## config.mk

```make
export PLATFORM = sky130hd
export DESIGN_NAME = decodeStage
export DESIGN_NICKNAME = d
export VERILOG_FILES = /design/src/mipsPkg.sv /design/src/decodeStage.sv
export SDC_FILE = /design/constraint.sdc
export NUM_CORES = 1
export LEC_CHECK = 0
export BUFFER_PORTS_ARGS = -buffer_cell sky130_fd_sc_hd__buf_2
export CORE_AREA = 2 2 160 162
export CTS_BUF_LIST = sky130_fd_sc_hd__clkbuf_8
export DETAILED_ROUTE_END_ITERATION = 8
export DIE_AREA = 0 0 162 164
export PLACE_DENSITY = 0.6
export SLEW_MARGIN = 20
export SYNTH_ARGS = -nofsm -noshare
export SYNTH_HDL_FRONTEND = slang
export SYNTH_SLANG_ARGS = --single-unit
```

## constraint.sdc

```tcl
create_clock -name clk -period 4.6 [get_ports clk]
set_clock_uncertainty 0.05 [all_clocks]
set_input_delay 0.92 -clock clk [delete_from_list [all_inputs] [get_ports clk]]
set_output_delay 0.92 -clock clk [all_outputs]
set_load 0.005 [all_outputs]
```

## src/mipsPkg.sv

```systemverilog
`default_nettype none

package mipsPkg;

    localparam int dataWidth = 32;
    localparam int regAddrWidth = 5;
    localparam int imemIdxWidth = 10;

    localparam logic [5:0] opSpecial = 6'h00;
    localparam logic [5:0] opOri = 6'h0d;
    localparam logic [5:0] opLui = 6'h0f;
    localparam logic [5:0] opLw = 6'h23;
    localparam logic [5:0] opSw = 6'h2b;
    localparam logic [5:0] opBeq = 6'h04;
    localparam logic [5:0] fnAddu = 6'h21;
    localparam logic [5:0] fnSubu = 6'h23;

    typedef struct packed {
        logic [5:0] op;
        logic [regAddrWidth-1:0] rs;
        logic [regAddrWidth-1:0] rt;
        logic [regAddrWidth-1:0] rd;
        logic [4:0] shamt;
        logic [5:0] funct;
    } rFieldsT;

    typedef struct packed {
        logic [5:0] op;
        logic [regAddrWidth-1:0] rs;
        logic [regAddrWidth-1:0] rt;
        logic [15:0] imm;
    } iFieldsT;

    typedef union packed {
        rFieldsT rFields;
        iFieldsT iFields;
    } instrT;

    typedef enum logic [1:0] {aluAdd, aluSub, aluOr, aluLui} aluOpT;

    // Stages still to go, saturating at 0
    typedef logic [1:0] timeT;
    localparam timeT timeNone = 2'd3;

    typedef struct packed {
        aluOpT aluOp;
        logic useImm;
        logic zeroExt;
        logic memWrite;
        logic memToReg;
        logic regWrite;
        logic [regAddrWidth-1:0] dst;
        timeT tUseRs;
        timeT tUseRt;
        timeT tNew;
    } ctrlT;

    localparam ctrlT ctrlNop = '{aluOp: aluAdd, useImm: 1'b0, zeroExt: 1'b0,
                                 memWrite: 1'b0, memToReg: 1'b0, regWrite: 1'b0,
                                 dst: '0, tUseRs: timeNone, tUseRt: timeNone,
                                 tNew: timeNone};

    ////////////////////////////////////////
    // Pipeline payloads
    ////////////////////////////////////////
    typedef struct packed {
        logic [dataWidth-1:0] pc;
        ctrlT ctrl;
        logic [regAddrWidth-1:0] rs;
        logic [regAddrWidth-1:0] rt;
        logic [dataWidth-1:0] opA;
        logic [dataWidth-1:0] opB;
        logic [dataWidth-1:0] imm32;
    } deStageT;

    typedef struct packed {
        ctrlT ctrl;
        logic [regAddrWidth-1:0] rt;
        logic [dataWidth-1:0] aluRes;
        logic [dataWidth-1:0] storeData;
    } emStageT;

    typedef struct packed {
        ctrlT ctrl;
        logic [dataWidth-1:0] aluRes;
        logic [dataWidth-1:0] loadData;
    } mwStageT;

    typedef struct packed {
        logic en;
        logic [regAddrWidth-1:0] idx;
        logic [dataWidth-1:0] data;
    } wbT;

    typedef enum logic [1:0] {fwdNone, fwdMem, fwdWb} fwdSelT;

    ////////////////////////////////////////
    // Debug bus
    ////////////////////////////////////////
    typedef struct packed {
        logic psel;
        logic penable;
        logic pwrite;
        logic [11:0] paddr;
        logic [dataWidth-1:0] pwdata;
    } apbReqT;

    typedef struct packed {
        logic [dataWidth-1:0] prdata;
        logic pready;
        logic pslverr;
    } apbRspT;

    typedef struct packed {
        logic en;
        logic [imemIdxWidth-1:0] idx;
        logic [dataWidth-1:0] data;
    } imemWrT;

    localparam logic [11:0] addrCtrl = 12'h000;
    localparam logic [11:0] addrRegBase = 12'h100;
    localparam logic [11:0] addrImemBase = 12'h400;

    function automatic logic [dataWidth-1:0] fwdMux(
        input fwdSelT sel,
        input logic [dataWidth-1:0] regV,
        input logic [dataWidth-1:0] memV,
        input logic [dataWidth-1:0] wbV
    );
        case (sel)
            fwdMem: return memV;
            fwdWb: return wbV;
            default: return regV;
        endcase
    endfunction

endpackage

`default_nettype wire

```

## src/decodeStage.sv

```systemverilog
`timescale 1ns/1ps
`default_nettype none

module decodeStage (
    input logic clk,
    input logic rstN,
    input mipsPkg::instrT fdInstr,
    input logic [mipsPkg::dataWidth-1:0] fdPc,
    input logic [mipsPkg::dataWidth-1:0] rdA,
    input logic [mipsPkg::dataWidth-1:0] rdB,
    input mipsPkg::fwdSelT fwdRs,
    input mipsPkg::fwdSelT fwdRt,
    input logic [mipsPkg::dataWidth-1:0] memFwd,
    input logic [mipsPkg::dataWidth-1:0] wbFwd,
    input logic stall,
    output logic [mipsPkg::regAddrWidth-1:0] rs,
    output logic [mipsPkg::regAddrWidth-1:0] rt,
    output mipsPkg::ctrlT dCtrl,
    output logic branchTaken,
    output logic [mipsPkg::dataWidth-1:0] branchTarget,
    output mipsPkg::deStageT de
);

    logic [mipsPkg::dataWidth-1:0] imm32;
    logic [mipsPkg::dataWidth-1:0] opA;
    logic [mipsPkg::dataWidth-1:0] opB;

    assign rs = fdInstr.iFields.rs;
    assign rt = fdInstr.iFields.rt;

    always_comb begin
        dCtrl = mipsPkg::ctrlNop;
        case (fdInstr.iFields.op)
            mipsPkg::opSpecial: begin
                // Zero word lands here and stays a nop
                if (fdInstr.rFields.funct == mipsPkg::fnAddu ||
                    fdInstr.rFields.funct == mipsPkg::fnSubu) begin
                    if (fdInstr.rFields.funct == mipsPkg::fnSubu) begin
                        dCtrl.aluOp = mipsPkg::aluSub;
                    end
                    dCtrl.regWrite = 1'b1;
                    dCtrl.dst = fdInstr.rFields.rd;
                    dCtrl.tUseRs = 2'd1;
                    dCtrl.tUseRt = 2'd1;
                    dCtrl.tNew = 2'd1;
                end
            end
            mipsPkg::opOri, mipsPkg::opLui: begin
                if (fdInstr.iFields.op == mipsPkg::opOri) begin
                    dCtrl.aluOp = mipsPkg::aluOr;
                    dCtrl.tUseRs = 2'd1;
                end else begin
                    dCtrl.aluOp = mipsPkg::aluLui;
                end
                dCtrl.useImm = 1'b1;
                dCtrl.zeroExt = 1'b1;
                dCtrl.regWrite = 1'b1;
                dCtrl.dst = rt;
                dCtrl.tNew = 2'd1;
            end
            mipsPkg::opLw: begin
                dCtrl.useImm = 1'b1;
                dCtrl.memToReg = 1'b1;
                dCtrl.regWrite = 1'b1;
                dCtrl.dst = rt;
                dCtrl.tUseRs = 2'd1;
                dCtrl.tNew = 2'd2;
            end
            mipsPkg::opSw: begin
                dCtrl.useImm = 1'b1;
                dCtrl.memWrite = 1'b1;
                dCtrl.tUseRs = 2'd1;
                dCtrl.tUseRt = 2'd2;
            end
            mipsPkg::opBeq: begin
                dCtrl.tUseRs = 2'd0;
                dCtrl.tUseRt = 2'd0;
            end
            default: ;
        endcase
    end

    assign imm32 = dCtrl.zeroExt ? {16'h0, fdInstr.iFields.imm}
                                 : {{16{fdInstr.iFields.imm[15]}}, fdInstr.iFields.imm};

    assign opA = mipsPkg::fwdMux(fwdRs, rdA, memFwd, wbFwd);
    assign opB = mipsPkg::fwdMux(fwdRt, rdB, memFwd, wbFwd);

    // Branch resolves here, target is relative to the delay slot
    assign branchTaken = (fdInstr.iFields.op == mipsPkg::opBeq) && (opA == opB);
    assign branchTarget = fdPc + 32'd4 + {imm32[29:0], 2'b00};

    always_ff @(posedge clk or negedge rstN) begin
        if (!rstN) begin
            de.ctrl <= mipsPkg::ctrlNop;
        end else begin
            de.ctrl <= stall ? mipsPkg::ctrlNop : dCtrl;
            de.pc <= fdPc;
            de.rs <= rs;
            de.rt <= rt;
            de.opA <= opA;
            de.opB <= opB;
            de.imm32 <= imm32;
        end
    end

endmodule

`default_nettype wire

```

==> results of run 1 <==
-- power by group --
group	internal, mW	total (mW)	switching (mW)
logic	0.473	1.05	0.573
registers	1.52	1.55	0.0283
clock network	0.447	1.03	0.581
total	2.44	3.62	1.18
-- metrics by stage --
| step | utilization, % | instance area [um^2] |
|---|---|---|
| finish | 45.1 | 11200 |
| floorplan | - | 8190 |
| global route | 45.1 | 11200 |
| CTS | 44.9 | 11100 |
| detailed placement | 43.3 | 10800 |
| global placement | 43.3 | 10800 |
-- how the worst max path moves through the flow --
stage           startpoint          endpoint  slack, ns
6_report       fdInstr[31]  branchTarget[24]       0.16
3_5_place_dp   fdInstr[31]  branchTarget[28]      -0.16
3_3_place_gp   fdInstr[31]  branchTarget[28]      -0.08
4_1_cts        fdInstr[31]  branchTarget[27]       0.03
2_1_floorplan  fdInstr[31]  branchTarget[31]       0.25
5_1_grt        fdInstr[31]  branchTarget[28]     -0.009
-- cells by family after synthesis --
family | count (synthesis) | share of synthesized area [%]
buffers and inverters | 91 | 5.96
AO/OA/AOI/OAI | 218 | 17.0
XOR/XNOR | 73 | 7.81
adder cells (fa/ha/maj) | 49 | 7.58
flip-flops | 141 | 50.7
AND/OR/NAND/NOR | 186 | 10.9
-- worst max-delay path, stage by stage --
cell and delay, ns:
sky130_fd_sc_hd__buf_2 0.11, sky130_fd_sc_hd__nor2_2 0.13, sky130_fd_sc_hd__nand4_1 0.10, sky130_fd_sc_hd__buf_4 0.19
sky130_fd_sc_hd__nand2_4 0.14, sky130_fd_sc_hd__xnor2_1 0.14, sky130_fd_sc_hd__ha_1 0.27, sky130_fd_sc_hd__buf_4 0.17
sky130_fd_sc_hd__a21oi_1 0.20, sky130_fd_sc_hd__o221ai_1 0.15, sky130_fd_sc_hd__a211o_1 0.30, sky130_fd_sc_hd__buf_4 0.16
sky130_fd_sc_hd__a31oi_1 0.19, sky130_fd_sc_hd__xnor2_1 0.15, sky130_fd_sc_hd__buf_2 0.14
-- synthesized netlist by cell type (2+ instances only) --
library cell               number
sky130_fd_sc_hd__edfxtp_1     124
sky130_fd_sc_hd__nand2_1       93
sky130_fd_sc_hd__o21ai_0       71
sky130_fd_sc_hd__a22oi_1       64
sky130_fd_sc_hd__ha_1          48
sky130_fd_sc_hd__xnor2_1       38
sky130_fd_sc_hd__xor2_1        35
sky130_fd_sc_hd__a21oi_1       30
sky130_fd_sc_hd__buf_4         29
sky130_fd_sc_hd__inv_1         25
sky130_fd_sc_hd__buf_2         23
sky130_fd_sc_hd__and3_1        19
sky130_fd_sc_hd__nor2_1        16
sky130_fd_sc_hd__clkbuf_1      12
sky130_fd_sc_hd__nor2b_1       12
sky130_fd_sc_hd__dfrtp_1       11
sky130_fd_sc_hd__a21o_1         9
sky130_fd_sc_hd__nand4_1        8
sky130_fd_sc_hd__nor4_1         8
sky130_fd_sc_hd__nand3_1        7
sky130_fd_sc_hd__or2_2          7
sky130_fd_sc_hd__a31oi_1        6
sky130_fd_sc_hd__dfstp_2        6
sky130_fd_sc_hd__a22o_1         5
sky130_fd_sc_hd__nor3_1         5
sky130_fd_sc_hd__o21ai_1        5
sky130_fd_sc_hd__o21a_1         4
sky130_fd_sc_hd__o21bai_1       4
sky130_fd_sc_hd__or3_1          4
sky130_fd_sc_hd__and4_1         3
sky130_fd_sc_hd__o211ai_1       3
sky130_fd_sc_hd__a211o_1        2
-- repair_timing --
item | 4_1_cts | 5_1_grt
hold endpoints to repair | 0 | 0
pin swaps | 0 | 4
setup endpoints to repair | 6 | 9
gates resized for setup | 3 | 16
-- final cells by class --
class	instances	area share, %
Sequential cell	141	37.1
Multi-Input combinational cell	526	32.2
Timing Repair Buffer	472	22.7
Tap cell	330	3.69
Clock buffer	17	2.09
Clock inverter	15	1.35
Inverter	25	0.838
Antenna cell	1	0.0223
-- per-layer routing --
layer	vias up	share of wire, %	global-route usage (%)
met4	0	2.1	6.28
li1	3633	-	-
met2	355	49	33.7
met1	3600	42	26.4
met5	-	0	0
met3	41	6.6	3.61
==> impl_results.html, run 1 <==
<table>
<tr><th>Metric</th><th>Value</th></tr>
<tr><th colspan="2">Setup path</th></tr>
<tr><td>Critical Path Source Type</td><td>primary input</td></tr>
<tr><td>Max Fanout on Critical Path</td><td>8</td></tr>
<tr><td>Setup Crit Path Kind</td><td>in -&gt; out</td></tr>
<tr><td>Data required time at the worst endpoint</td><td>~3.6 ns</td></tr>
<tr><td>Arrival time of data at the critical path endpoint</td><td>3.47 ns</td></tr>
<tr><td>Critical Path End Type</td><td>primary output</td></tr>
<tr><th colspan="2">Placement</th></tr>
<tr><td>I/O Buffers</td><td>415</td></tr>
<tr><td>Placer congestion estimate</td><td>0.951</td></tr>
<tr><td>HPWL after DPL</td><td>22500 um</td></tr>
<tr><td>Worst slack at placement</td><td>-0.164 ns</td></tr>
<tr><td>Cell count after placement</td><td>around 1.5k</td></tr>
<tr><th colspan="2">Synthesis</th></tr>
<tr><td>Synthesis Warnings</td><td>0</td></tr>
<tr><td>Top cells by area, synth</td><td>sky130_fd_sc_hd__edfxtp_1 45%, sky130_fd_sc_hd__ha_1 7.3%, sky130_fd_sc_hd__a22oi_1 5.9%, sky130_fd_sc_hd__o21ai_0 4.3%, sky130_fd_sc_hd__nand2_1 4.3%</td></tr>
<tr><td>Sequential cell area fraction in the yosys report</td><td>50.7%</td></tr>
<tr><td>Count of unique library cells instantiated by Yosys</td><td>54</td></tr>
<tr><td>Area share of the largest cell type after synthesis</td><td>45.5%</td></tr>
<tr><td>Total of flip-flops plus latches after synthesis</td><td>141</td></tr>
<tr><td>Post-Syn Instances</td><td>758</td></tr>
<tr><td>Largest area contributor in the synthesized netlist</td><td>sky130_fd_sc_hd__edfxtp_1</td></tr>
<tr><td>Asr flop ratio synth</td><td>~12%</td></tr>
<tr><td>Area of the mapped netlist</td><td>approximately 8000 um^2</td></tr>
<tr><td>Number of enable flip-flop cells after synthesis</td><td>between 100 and 150</td></tr>
<tr><td>Primary flip-flop cell chosen by synthesis mapping</td><td>sky130_fd_sc_hd__edfxtp_1</td></tr>
<tr><td>Mean area per synthesized cell</td><td>about 11 um^2</td></tr>
<tr><td>Syn_nets</td><td>approximately 1.0k</td></tr>
<tr><th colspan="2">Layout</th></tr>
<tr><td>Registers with the most flip-flops</td><td>de (141)</td></tr>
<tr><td>Final-layout fill cell count</td><td>about 2.5k</td></tr>
<tr><td>Register area</td><td>around 4200 um^2</td></tr>
<tr><td>Commonest non-fill, non-tap cell in the layout</td><td>sky130_fd_sc_hd__buf_2</td></tr>
<tr><td>Multi-input gate area in the final layout</td><td>roughly 3600 um^2</td></tr>
<tr><td>Area growth from synthesis to final layout</td><td>36.7%</td></tr>
<tr><td>Register with the highest flop count</td><td>de</td></tr>
<tr><td>Ratio of cells with drive above 1 in the final layout</td><td>44.3%</td></tr>
<tr><td>Nets@finish</td><td>1431</td></tr>
<tr><td>Flip-flop count of the largest register, all copies and words added</td><td>141</td></tr>
<tr><td>Highest-count cells in the layout ignoring fill and taps</td><td>414 x sky130_fd_sc_hd__buf_2, 124 x sky130_fd_sc_hd__edfxtp_1, 91 x sky130_fd_sc_hd__nand2_1</td></tr>
<tr><td>Post-Layout Cell Count</td><td>1527</td></tr>
<tr><th colspan="2">Clocking</th></tr>
<tr><td>Clock root buffer</td><td>sky130_fd_sc_hd__clkbuf_8</td></tr>
<tr><td>CTS tree</td><td>yes</td></tr>
<tr><td>Depth of the CTS H-tree</td><td>4</td></tr>
<tr><td>Sink count of the clock tree</td><td>141</td></tr>
<tr><td>TritonCTS buffer count</td><td>17</td></tr>
<tr><td>Clock slew seen by the registers of the worst setup and hold paths</td><td>0.09 ns</td></tr>
<tr><td>Setup bufs post-CTS</td><td>0</td></tr>
<tr><td>Clock Path Buffers</td><td>2</td></tr>
<tr><td>Total of hold buffers inserted after clock tree synthesis</td><td>0</td></tr>
<tr><th colspan="2">Power and ir drop</th></tr>
<tr><td>Maximum resistive drop on vdd</td><td>140 uV</td></tr>
<tr><td>Standby leakage power</td><td>5.23 nW</td></tr>
<tr><td>Power, Total</td><td>3.62 mW</td></tr>
<tr><td>Pwr dens</td><td>323 nW/um^2</td></tr>
<tr><th colspan="2">STA</th></tr>
<tr><td>Final worst path period need</td><td>between 4 and 5 ns</td></tr>
<tr><td>Slew headroom</td><td>44.5%</td></tr>
<tr><td>Sum of negative setup slack</td><td>0 ns</td></tr>
<tr><td>Total count of hold-check failures in the final report</td><td>0</td></tr>
<tr><td>Worst hold slack across all endpoints</td><td>0.529 ns</td></tr>
<tr><td>Setup ws final</td><td>0.157 ns</td></tr>
<tr><td>Count of pins over their slew limit</td><td>0</td></tr>
<tr><td>Pin slew with the least headroom to its limit</td><td>0.833 ns</td></tr>
<tr><td>Crit share post-route</td><td>96.6%</td></tr>
<tr><td>Max Clk Rate</td><td>225 MHz</td></tr>
<tr><td>Number of setup violations in the final report</td><td>0</td></tr>
<tr><th colspan="2">GRT</th></tr>
<tr><td>First-pass GRT wire length</td><td>between 40000 and 50000 um</td></tr>
<tr><td>Overall overflow remaining after global route</td><td>0</td></tr>
<tr><td>Maximum number of pins on one net before global-route repair</td><td>85</td></tr>
<tr><td>All-Layer GR Usage</td><td>20.1%</td></tr>
<tr><td>Number of global-route vias before repair</td><td>7300</td></tr>
<tr><td>Antenna violations before repair</td><td>0</td></tr>
<tr><th colspan="2">Drt</th></tr>
<tr><td>Final wirelength</td><td>28300 um</td></tr>
<tr><td>Vias</td><td>~7.6k</td></tr>
<tr><td>Antenna Nets Post-Route</td><td>0</td></tr>
<tr><td>Iteration-0 DRC Markers</td><td>530</td></tr>
<tr><td>Vias per inst</td><td>5.00</td></tr>
<tr><td>Detailed-route wire length per cell</td><td>~19 um</td></tr>
<tr><td>Total iterations of the first detailed-routing run</td><td>5</td></tr>
<tr><td># DRC</td><td>0</td></tr>
<tr><th colspan="2">Floorplanning</th></tr>
<tr><td>Initial cell density of the core</td><td>33.0%</td></tr>
<tr><td>Top-level port count</td><td>416</td></tr>
<tr><td>Core footprint</td><td>24800 um^2</td></tr>
<tr><td>Die width</td><td>162 um</td></tr>
<tr><td># rows</td><td>58</td></tr>
<tr><td>Height of the chip</td><td>164 um</td></tr>
<tr><td>Area of the die</td><td>between 20000 and 30000 um^2</td></tr>
<tr><th colspan="2">Flow run</th></tr>
<tr><td># Max-Cap Violations</td><td>0</td></tr>
<tr><th colspan="2">Status</th></tr>
<tr><td>Run status</td><td>completed</td></tr>
<tr><th colspan="2">Hold path</th></tr>
<tr><td>Worst min path class</td><td>in -&gt; async</td></tr>
</table>
Power figures use the tool's default switching activity.
==> inputs of run 2 (changes only) <==
--- a/config.mk
+++ b/config.mk
@@ -10,6 +10,7 @@
 export CTS_BUF_LIST = sky130_fd_sc_hd__clkbuf_8
 export DETAILED_ROUTE_END_ITERATION = 8
 export DIE_AREA = 0 0 162 164
+export GPL_TIMING_DRIVEN = 0
 export PLACE_DENSITY = 0.6
 export SLEW_MARGIN = 20
 export SYNTH_ARGS = -nofsm -noshare
==> constraint.sdc (replaced) <==
create_clock -name clk -period 4.6 [get_ports clk]
set_clock_uncertainty 0.05 [all_clocks]
set_input_delay 0.69 -clock clk [delete_from_list [all_inputs] [get_ports clk]]
set_output_delay 0.69 -clock clk [all_outputs]
set_load 0.005 [all_outputs]
==> run 2 against run 1 <==
- first-iteration DRC count increased by 25%
- fmax grew 3.2%
- die area unchanged
- sequential power about the same
- global-route usage grew 0.60 points
- wire length is 2.3% higher
- combinational power barely moved
- power increased by 1.3%
- core utilization about the same
- clock power is 6% higher
- worst setup slack better by 0.14 ns
- clock-buffer cell count unchanged
- highest routed layer is now met5
==> impl_results.html, run 2 (synthesis gave the netlist of run 1 again) <==
<table>
<tr><th>Metric</th><th>Value</th></tr>
<tr><th colspan="2">STA</th></tr>
<tr><td>Slew headroom</td><td>57.9%</td></tr>
<tr><td>Number of setup violations in the final report</td><td>0</td></tr>
<tr><td>Max Clk Rate</td><td>about 230 MHz</td></tr>
<tr><td>Total count of hold-check failures in the final report</td><td>0</td></tr>
<tr><td>Sum of negative setup slack</td><td>0 ns</td></tr>
<tr><td>Worst hold slack across all endpoints</td><td>roughly 0.11 ns</td></tr>
<tr><td>Count of pins over their slew limit</td><td>0</td></tr>
<tr><td>Final worst path period need</td><td>4.30 ns</td></tr>
<tr><td>Crit share post-route</td><td>between 90 and 100%</td></tr>
<tr><td>Setup ws final</td><td>0.295 ns</td></tr>
<tr><td>RSZ-0062 raised after global routing</td><td>true</td></tr>
<tr><td>Pin slew with the least headroom to its limit</td><td>roughly 0.63 ns</td></tr>
<tr><th colspan="2">Power and ir drop</th></tr>
<tr><td>Pwr dens</td><td>328 nW/um^2</td></tr>
<tr><td>Proportion of power drawn by the clock network</td><td>29.8%</td></tr>
<tr><td>Switching share of power</td><td>32.6%</td></tr>
<tr><td>Maximum resistive drop on vdd</td><td>152 uV</td></tr>
<tr><td>Standby leakage power</td><td>between 5 and 6 nW</td></tr>
<tr><td>Sequential power share</td><td>42.2%</td></tr>
<tr><td>Combinational fraction of design power</td><td>28.0%</td></tr>
<tr><td>Net Sw Power</td><td>1.20 mW</td></tr>
<tr><td>Cell-internal power</td><td>roughly 2.5 mW</td></tr>
<tr><th colspan="2">Clocking</th></tr>
<tr><td>Clock root buffer</td><td>sky130_fd_sc_hd__clkbuf_8</td></tr>
<tr><td>TritonCTS buffer count</td><td>17</td></tr>
<tr><td>Depth of the CTS H-tree</td><td>4</td></tr>
<tr><td>CTS tree</td><td>yes</td></tr>
<tr><td>Clock Path Buffers</td><td>2</td></tr>
<tr><td>Sink count of the clock tree</td><td>between 100 and 150</td></tr>
<tr><td>Clock slew seen by the registers of the worst setup and hold paths</td><td>about 0.090 ns</td></tr>
<tr><th colspan="2">Floorplanning</th></tr>
<tr><td>Core footprint</td><td>24800 um^2</td></tr>
<tr><td>Die width</td><td>162 um</td></tr>
<tr><td>Top-level port count</td><td>416</td></tr>
<tr><td>Height of the chip</td><td>164 um</td></tr>
<tr><td># rows</td><td>58</td></tr>
<tr><td>Initial cell density of the core</td><td>around a third</td></tr>
<tr><td>Area of the die</td><td>26600 um^2</td></tr>
<tr><th colspan="2">Drt</th></tr>
<tr><td>Total iterations of the first detailed-routing run</td><td>5</td></tr>
<tr><td>Antenna Nets Post-Route</td><td>0</td></tr>
<tr><td>Vias</td><td>~7.8k</td></tr>
<tr><td>Detailed-route wire length per cell</td><td>18.8 um</td></tr>
<tr><td>Final wirelength</td><td>29000 um</td></tr>
<tr><td>Vias per inst</td><td>~5.1</td></tr>
<tr><td>Iteration-0 DRC Markers</td><td>660</td></tr>
<tr><td># DRC</td><td>0</td></tr>
<tr><th colspan="2">GRT</th></tr>
<tr><td>Overall overflow remaining after global route</td><td>0</td></tr>
<tr><td>First-pass GRT wire length</td><td>between 40000 and 50000 um</td></tr>
<tr><td>Antenna violations before repair</td><td>1</td></tr>
<tr><td>All-Layer GR Usage</td><td>slightly above 20%</td></tr>
<tr><td>Number of global-route vias before repair</td><td>between 7k and 8k</td></tr>
<tr><td>Maximum number of pins on one net before global-route repair</td><td>89</td></tr>
<tr><th colspan="2">Layout</th></tr>
<tr><td>Post-Layout Cell Count</td><td>1539</td></tr>
<tr><td>Commonest non-fill, non-tap cell in the layout</td><td>sky130_fd_sc_hd__buf_2</td></tr>
<tr><td>Registers with the most flip-flops</td><td>de (141)</td></tr>
<tr><td>Ratio of cells with drive above 1 in the final layout</td><td>43.8%</td></tr>
<tr><td>Nets@finish</td><td>1444</td></tr>
<tr><td>Flip-flop count of the largest register, all copies and words added</td><td>141</td></tr>
<tr><td>Register with the highest flop count</td><td>de</td></tr>
<tr><td>Area growth from synthesis to final layout</td><td>36.7%</td></tr>
<tr><td>Highest-count cells in the layout ignoring fill and taps</td><td>436 x sky130_fd_sc_hd__buf_2, 124 x sky130_fd_sc_hd__edfxtp_1, 92 x sky130_fd_sc_hd__nand2_1</td></tr>
<tr><td>Final-layout fill cell count</td><td>2457</td></tr>
<tr><td>Antenna diode count</td><td>0</td></tr>
<tr><th colspan="2">Placement</th></tr>
<tr><td>I/O Buffers</td><td>415</td></tr>
<tr><td>Worst slack at placement</td><td>-0.282 ns</td></tr>
<tr><td>Cell count after placement</td><td>1504</td></tr>
<tr><td>Placer congestion estimate</td><td>0.886</td></tr>
<tr><td>HPWL after DPL</td><td>between 20000 and 25000 um</td></tr>
<tr><th colspan="2">Setup path</th></tr>
<tr><td>Critical Path End Type</td><td>primary output</td></tr>
<tr><td>Data required time at the worst endpoint</td><td>around 3.9 ns</td></tr>
<tr><td>Critical Path Source Type</td><td>primary input</td></tr>
<tr><td>Max Fanout on Critical Path</td><td>10</td></tr>
<tr><td>Setup Crit Path Kind</td><td>in -&gt; out</td></tr>
<tr><td>Arrival time of data at the critical path endpoint</td><td>3.56 ns</td></tr>
<tr><th colspan="2">Flow run</th></tr>
<tr><td># Max-Cap Violations</td><td>0</td></tr>
<tr><th colspan="2">Hold path</th></tr>
<tr><td>Worst min path class</td><td>in -&gt; async</td></tr>
<tr><th colspan="2">Status</th></tr>
<tr><td>Run status</td><td>completed</td></tr>
</table>
## run 2: cell count changes in the layout (fill, tap and decap cells not counted), moves of 2 or more
cell,previous run,this run
sky130_fd_sc_hd__buf_12,2,0
sky130_fd_sc_hd__buf_2,414,436
sky130_fd_sc_hd__buf_4,54,35
sky130_fd_sc_hd__clkbuf_1,0,10
sky130_fd_sc_hd__clkinvlp_4,3,1
sky130_fd_sc_hd__o21ai_0,65,70
sky130_fd_sc_hd__o21ai_1,11,6
## run 2: critical path, stage by stage
cell and delay (ns):
sky130_fd_sc_hd__buf_2 0.11, sky130_fd_sc_hd__nor2_1 0.19, sky130_fd_sc_hd__nand4_1 0.14, sky130_fd_sc_hd__buf_4 0.21, sky130_fd_sc_hd__clkbuf_1 0.22, sky130_fd_sc_hd__and3_1 0.24, sky130_fd_sc_hd__ha_2 0.43, sky130_fd_sc_hd__nand2_1 0.10
sky130_fd_sc_hd__o21ai_1 0.22, sky130_fd_sc_hd__nor3_2 0.09, sky130_fd_sc_hd__a31oi_1 0.24, sky130_fd_sc_hd__nand2_1 0.16, sky130_fd_sc_hd__o21ai_0 0.25, sky130_fd_sc_hd__xnor2_1 0.15, sky130_fd_sc_hd__buf_2 0.13
## run 2: final timing paths
| check | slack (ns) | endpoint | start | cells after the start |
|---|---|---|---|---|
| setup / recovery | 0.30 | branchTarget[31] | fdInstr[31] | 15 |
| hold / removal | 0.11 | de[123] | rstN | 1 |
| max in group asynchronous | 3.58 | de[110] | rstN | 2 |
| min in group clk | 0.38 | de[132] | fdPc[8] | 1 |
## run 2: layout make-up
| type | count | area [um^2] | area share, % |
|---|---|---|---|
| flip-flops and latches | 141 | 4160 | 37.1 |
| multi-input cells | 526 | 3580 | 32.0 |
| repair buffers | 421 | 2150 | 19.2 |
| well taps | 330 | 413 | 3.69 |
| plain buffers | 64 | 389 | 3.47 |
| clock buffers | 17 | 234 | 2.09 |
| clock inverters | 15 | 176 | 1.58 |
| inverters | 25 | 93.8 | 0.838 |
## run 2: what timing repair did
item | in CTS | in global routing
setup buffers | 2 | 3
hold endpoints to repair | 0 | 0
hold buffers | 0 | 0
resized for setup | 1 | 10
cloned | 0 | 0
endpoints found under the setup margin | 7 | 7
pin swaps | 1 | 1
## run 2: through the flow
| stage | total power [mW] | area, um^2 | util, % |
|---|---|---|---|
| 6_report | 3.67 | 11200 | 45.1 |
| 5_1_grt | 3.86 | 11200 | 45.1 |
| 4_1_cts | 3.70 | 11100 | 44.9 |
| 3_5_place_dp | 2.59 | 10700 | 43.2 |
| 3_3_place_gp | 2.59 | 10700 | 43.0 |
| 2_1_floorplan | 2.09 | 8190 | - |
## run 2: layer usage
layer,vias up,GRT usage (%),share of wire (%)
met5,-,0,0.045
met2,396,33.9,47
met3,52,4.55,7.9
met1,3722,26.9,42
li1,3658,-,-
met4,2,7.72,2.9
## run 2: power groups by stage
stage	clock network [mW]	registers [mW]	logic [mW]
after global placement	0	1.58	1.01
after detailed placement	0	1.58	1.01
final	1.09	1.55	1.03
after floorplan	0	1.59	0.498
after global routing	1.18	1.56	1.13
after CTS	1.13	1.55	1.02
==> inputs of run 3 (changes only) <==
--- a/config.mk
+++ b/config.mk
@@ -12,6 +12,7 @@
 export DIE_AREA = 0 0 162 164
 export GPL_TIMING_DRIVEN = 0
 export PLACE_DENSITY = 0.6
+export RECOVER_POWER = 25
 export SLEW_MARGIN = 20
 export SYNTH_ARGS = -nofsm -noshare
 export SYNTH_HDL_FRONTEND = slang
==> run 3 against run 2 <==
- the run now ends with max-capacitance violations, max-slew violations left
- combinational power is essentially flat
- worst setup slack worse by 0.046 ns
- final cell count unchanged
- sequential cell count is the same
- fmax shrank 1.1%
- critical path type unchanged
- largest cell class unchanged
==> impl_results.html, run 3 (synthesis gave the netlist of run 1 again) <==
<table>
<tr><th>Metric</th><th>Value</th></tr>
<tr><th colspan="2">Status</th></tr>
<tr><td>Run status</td><td>finished, violations left</td></tr>
<tr><td>Violations in the final reports</td><td>max-capacitance violations, max-slew violations</td></tr>
<tr><th colspan="2">Layout</th></tr>
<tr><td>Highest-count cells in the layout ignoring fill and taps</td><td>382 x sky130_fd_sc_hd__buf_2, 124 x sky130_fd_sc_hd__edfxtp_1, 92 x sky130_fd_sc_hd__nand2_1</td></tr>
<tr><td>Registers with the most flip-flops</td><td>de (141)</td></tr>
<tr><td>Flip-flop count of the largest register, all copies and words added</td><td>141</td></tr>
<tr><td>Nets@finish</td><td>1444</td></tr>
<tr><td>Final-layout fill cell count</td><td>2488</td></tr>
<tr><td>Antenna diode count</td><td>0</td></tr>
<tr><td>Ratio of cells with drive above 1 in the final layout</td><td>39.3%</td></tr>
<tr><td>Final instance area</td><td>about 11000 um^2</td></tr>
<tr><td>Commonest non-fill, non-tap cell in the layout</td><td>sky130_fd_sc_hd__buf_2</td></tr>
<tr><td>Register with the highest flop count</td><td>de</td></tr>
<tr><td>Area growth from synthesis to final layout</td><td>35.5%</td></tr>
<tr><td>Post-Layout Cell Count</td><td>between 1.5k and 2k</td></tr>
<tr><th colspan="2">STA</th></tr>
<tr><td>Slew headroom</td><td>-106%</td></tr>
<tr><td>Final worst path period need</td><td>4.35 ns</td></tr>
<tr><td>Total count of hold-check failures in the final report</td><td>0</td></tr>
<tr><td>Pin slew with the least headroom to its limit</td><td>3.08 ns</td></tr>
<tr><td>Setup ws final</td><td>0.249 ns</td></tr>
<tr><td>Crit share post-route</td><td>94.6%</td></tr>
<tr><td>RSZ-0062 raised after global routing</td><td>true</td></tr>
<tr><td>Max Clk Rate</td><td>230 MHz</td></tr>
<tr><td>Count of pins over their slew limit</td><td>55</td></tr>
<tr><td>Number of setup violations in the final report</td><td>0</td></tr>
<tr><td>Sum of negative setup slack</td><td>0 ns</td></tr>
<tr><th colspan="2">GRT</th></tr>
<tr><td>Overall overflow remaining after global route</td><td>0</td></tr>
<tr><td>Maximum number of pins on one net before global-route repair</td><td>a little under 90</td></tr>
<tr><td>First-pass GRT wire length</td><td>41600 um</td></tr>
<tr><td>All-Layer GR Usage</td><td>20.7%</td></tr>
<tr><td>Antenna violations before repair</td><td>0</td></tr>
<tr><td>Number of global-route vias before repair</td><td>approximately 7.5k</td></tr>
<tr><th colspan="2">Placement</th></tr>
<tr><td>Placer congestion estimate</td><td>0.886</td></tr>
<tr><td>I/O Buffers</td><td>about 420</td></tr>
<tr><td>Worst slack at placement</td><td>-0.282 ns</td></tr>
<tr><td>Cell count after placement</td><td>roughly 1.5k</td></tr>
<tr><td>HPWL after DPL</td><td>between 20000 and 25000 um</td></tr>
<tr><td>Post-DP Area</td><td>10700 um^2</td></tr>
<tr><th colspan="2">Setup path</th></tr>
<tr><td>Levels on crit path</td><td>15</td></tr>
<tr><td>Critical Path End Type</td><td>primary output</td></tr>
<tr><td>Arrival time of data at the critical path endpoint</td><td>3.61 ns</td></tr>
<tr><td>Critical Path Source</td><td>fdInstr[31]</td></tr>
<tr><td>Largest delay share family, worst path</td><td>simple AND/OR/NAND/NOR gates</td></tr>
<tr><td>Worst path buffer plus inverter count</td><td>4</td></tr>
<tr><td>Crit-path slowest cell</td><td>sky130_fd_sc_hd__ha_2</td></tr>
<tr><td>Setup Crit Path Kind</td><td>in -&gt; out</td></tr>
<tr><td>Data required time at the worst endpoint</td><td>3.86 ns</td></tr>
<tr><td>Max Fanout on Critical Path</td><td>10</td></tr>
<tr><td>Slowest stage delay, CP</td><td>0.42 ns</td></tr>
<tr><td>Critical Path Source Type</td><td>primary input</td></tr>
<tr><td>Worst path cell trace</td><td>buf_2 &gt; nor2_1 &gt; nand4_1 &gt; buf_4 &gt; clkbuf_1 &gt; and3_1 &gt; ha_2 &gt; nand2_1 &gt; o21ai_1 &gt; nor3_2 &gt; a31oi_1 &gt; nand2_1 &gt; o21ai_0 &gt; xnor2_1 &gt; buf_2</td></tr>
<tr><td>Endpoint of the most critical setup path</td><td>branchTarget[31]</td></tr>
<tr><th colspan="2">Clocking</th></tr>
<tr><td>Clock Path Buffers</td><td>2</td></tr>
<tr><td>Sink count of the clock tree</td><td>141</td></tr>
<tr><td>Clock slew seen by the registers of the worst setup and hold paths</td><td>roughly 0.1 ns</td></tr>
<tr><td>Total of hold buffers inserted after clock tree synthesis</td><td>0</td></tr>
<tr><td>TritonCTS buffer count</td><td>17</td></tr>
<tr><td>CTS tree</td><td>yes</td></tr>
<tr><td>Clock root buffer</td><td>sky130_fd_sc_hd__clkbuf_8</td></tr>
<tr><td>Depth of the CTS H-tree</td><td>4</td></tr>
<tr><th colspan="2">Drt</th></tr>
<tr><td>Antenna Nets Post-Route</td><td>0</td></tr>
<tr><td>Iteration-0 DRC Markers</td><td>639</td></tr>
<tr><td>Final wirelength</td><td>29000 um</td></tr>
<tr><td>Detailed-route wire length per cell</td><td>18.8 um</td></tr>
<tr><td># DRC</td><td>0</td></tr>
<tr><td>Vias</td><td>slightly below 8k</td></tr>
<tr><td>Vias per inst</td><td>5.09</td></tr>
<tr><td>Total iterations of the first detailed-routing run</td><td>5</td></tr>
<tr><th colspan="2">Power and ir drop</th></tr>
<tr><td>Pwr dens</td><td>330 nW/um^2</td></tr>
<tr><td>Combinational fraction of design power</td><td>27.8%</td></tr>
<tr><td>Maximum resistive drop on vdd</td><td>153 uV</td></tr>
<tr><td>Power, Total</td><td>3.66 mW</td></tr>
<tr><td>Sequential power share</td><td>42.3%</td></tr>
<tr><td>Switching share of power</td><td>about a third</td></tr>
<tr><td>Net Sw Power</td><td>between 1 and 1.5 mW</td></tr>
<tr><td>Standby leakage power</td><td>~5.1 nW</td></tr>
<tr><td>Proportion of power drawn by the clock network</td><td>29.9%</td></tr>
<tr><td>Cell-internal power</td><td>2.47 mW</td></tr>
<tr><th colspan="2">Floorplanning</th></tr>
<tr><td>Area of the die</td><td>around 27000 um^2</td></tr>
<tr><td>Core footprint</td><td>24800 um^2</td></tr>
<tr><td>Height of the chip</td><td>between 150 and 200 um</td></tr>
<tr><td>Initial cell density of the core</td><td>roughly a third</td></tr>
<tr><td># rows</td><td>between 50 and 60</td></tr>
<tr><td>Top-level port count</td><td>416</td></tr>
<tr><td>Die width</td><td>162 um</td></tr>
<tr><th colspan="2">Flow run</th></tr>
<tr><td># Max-Cap Violations</td><td>1</td></tr>
<tr><th colspan="2">Hold path</th></tr>
<tr><td>Worst min path class</td><td>in -&gt; reg</td></tr>
</table>
## run 3: worst min-delay path by stage
stage / slack (ns) / from / cells after the start / to
finish: 0.38 / fdPc[8] / 1 / de[132]
floorplan: 0.34 / rstN / 0 / de[112]
CTS: 0.09 / rstN / 1 / de[123]
detailed placement: 0.59 / rstN / 1 / de[123]
global placement: 0.84 / fdPc[11] / 1 / de[135]
global route: 0.34 / fdPc[8] / 1 / de[132]
## run 3: stage by stage
step / hold WS, ns / utilization [%]
after CTS: 0.0898 / 44.9
after detailed placement: 0.591 / 43.2
final: 0.377 / 44.7
after floorplan: 0.344 / -
after global routing: 0.342 / 44.7
after global placement: 0.836 / 43.0
## run 3: power by group through the flow
stage / Combinational (mW) / Sequential [mW] / Clock (mW)
2_1_floorplan: 0.498 / 1.59 / 0
6_report: 1.02 / 1.55 / 1.09
3_5_place_dp: 1.01 / 1.58 / 0
4_1_cts: 1.02 / 1.55 / 1.13
5_1_grt: 1.12 / 1.56 / 1.18
3_3_place_gp: 1.01 / 1.58 / 0
## run 3: what timing repair did
item	CTS	global route
buffers inserted	2	3
gates resized for setup	1	10
pin swaps	1	1
endpoints found under the setup margin	7	7
hold endpoints to repair	0	0
## run 3: cell type report
class	instances	area, um^2	area share (%)
Clock buffer	17	234	2.11
Inverter	25	93.8	0.845
Clock inverter	15	176	1.59
Buffer	64	389	3.51
Sequential cell	141	4160	37.4
Multi-Input combinational cell	526	3580	32.3
Tap cell	330	413	3.72
Timing Repair Buffer	421	2050	18.5
## run 3: per-layer routing
metal | track usage, % | vias to the layer above | share of wire [%]
met2 | 33.9 | 424 | 48
met1 | 26.9 | 3707 | 41
met4 | 7.72 | 0 | 2.8
met3 | 4.55 | 51 | 8.2
met5 | 0 | - | 0
li1 | - | 3659 | -
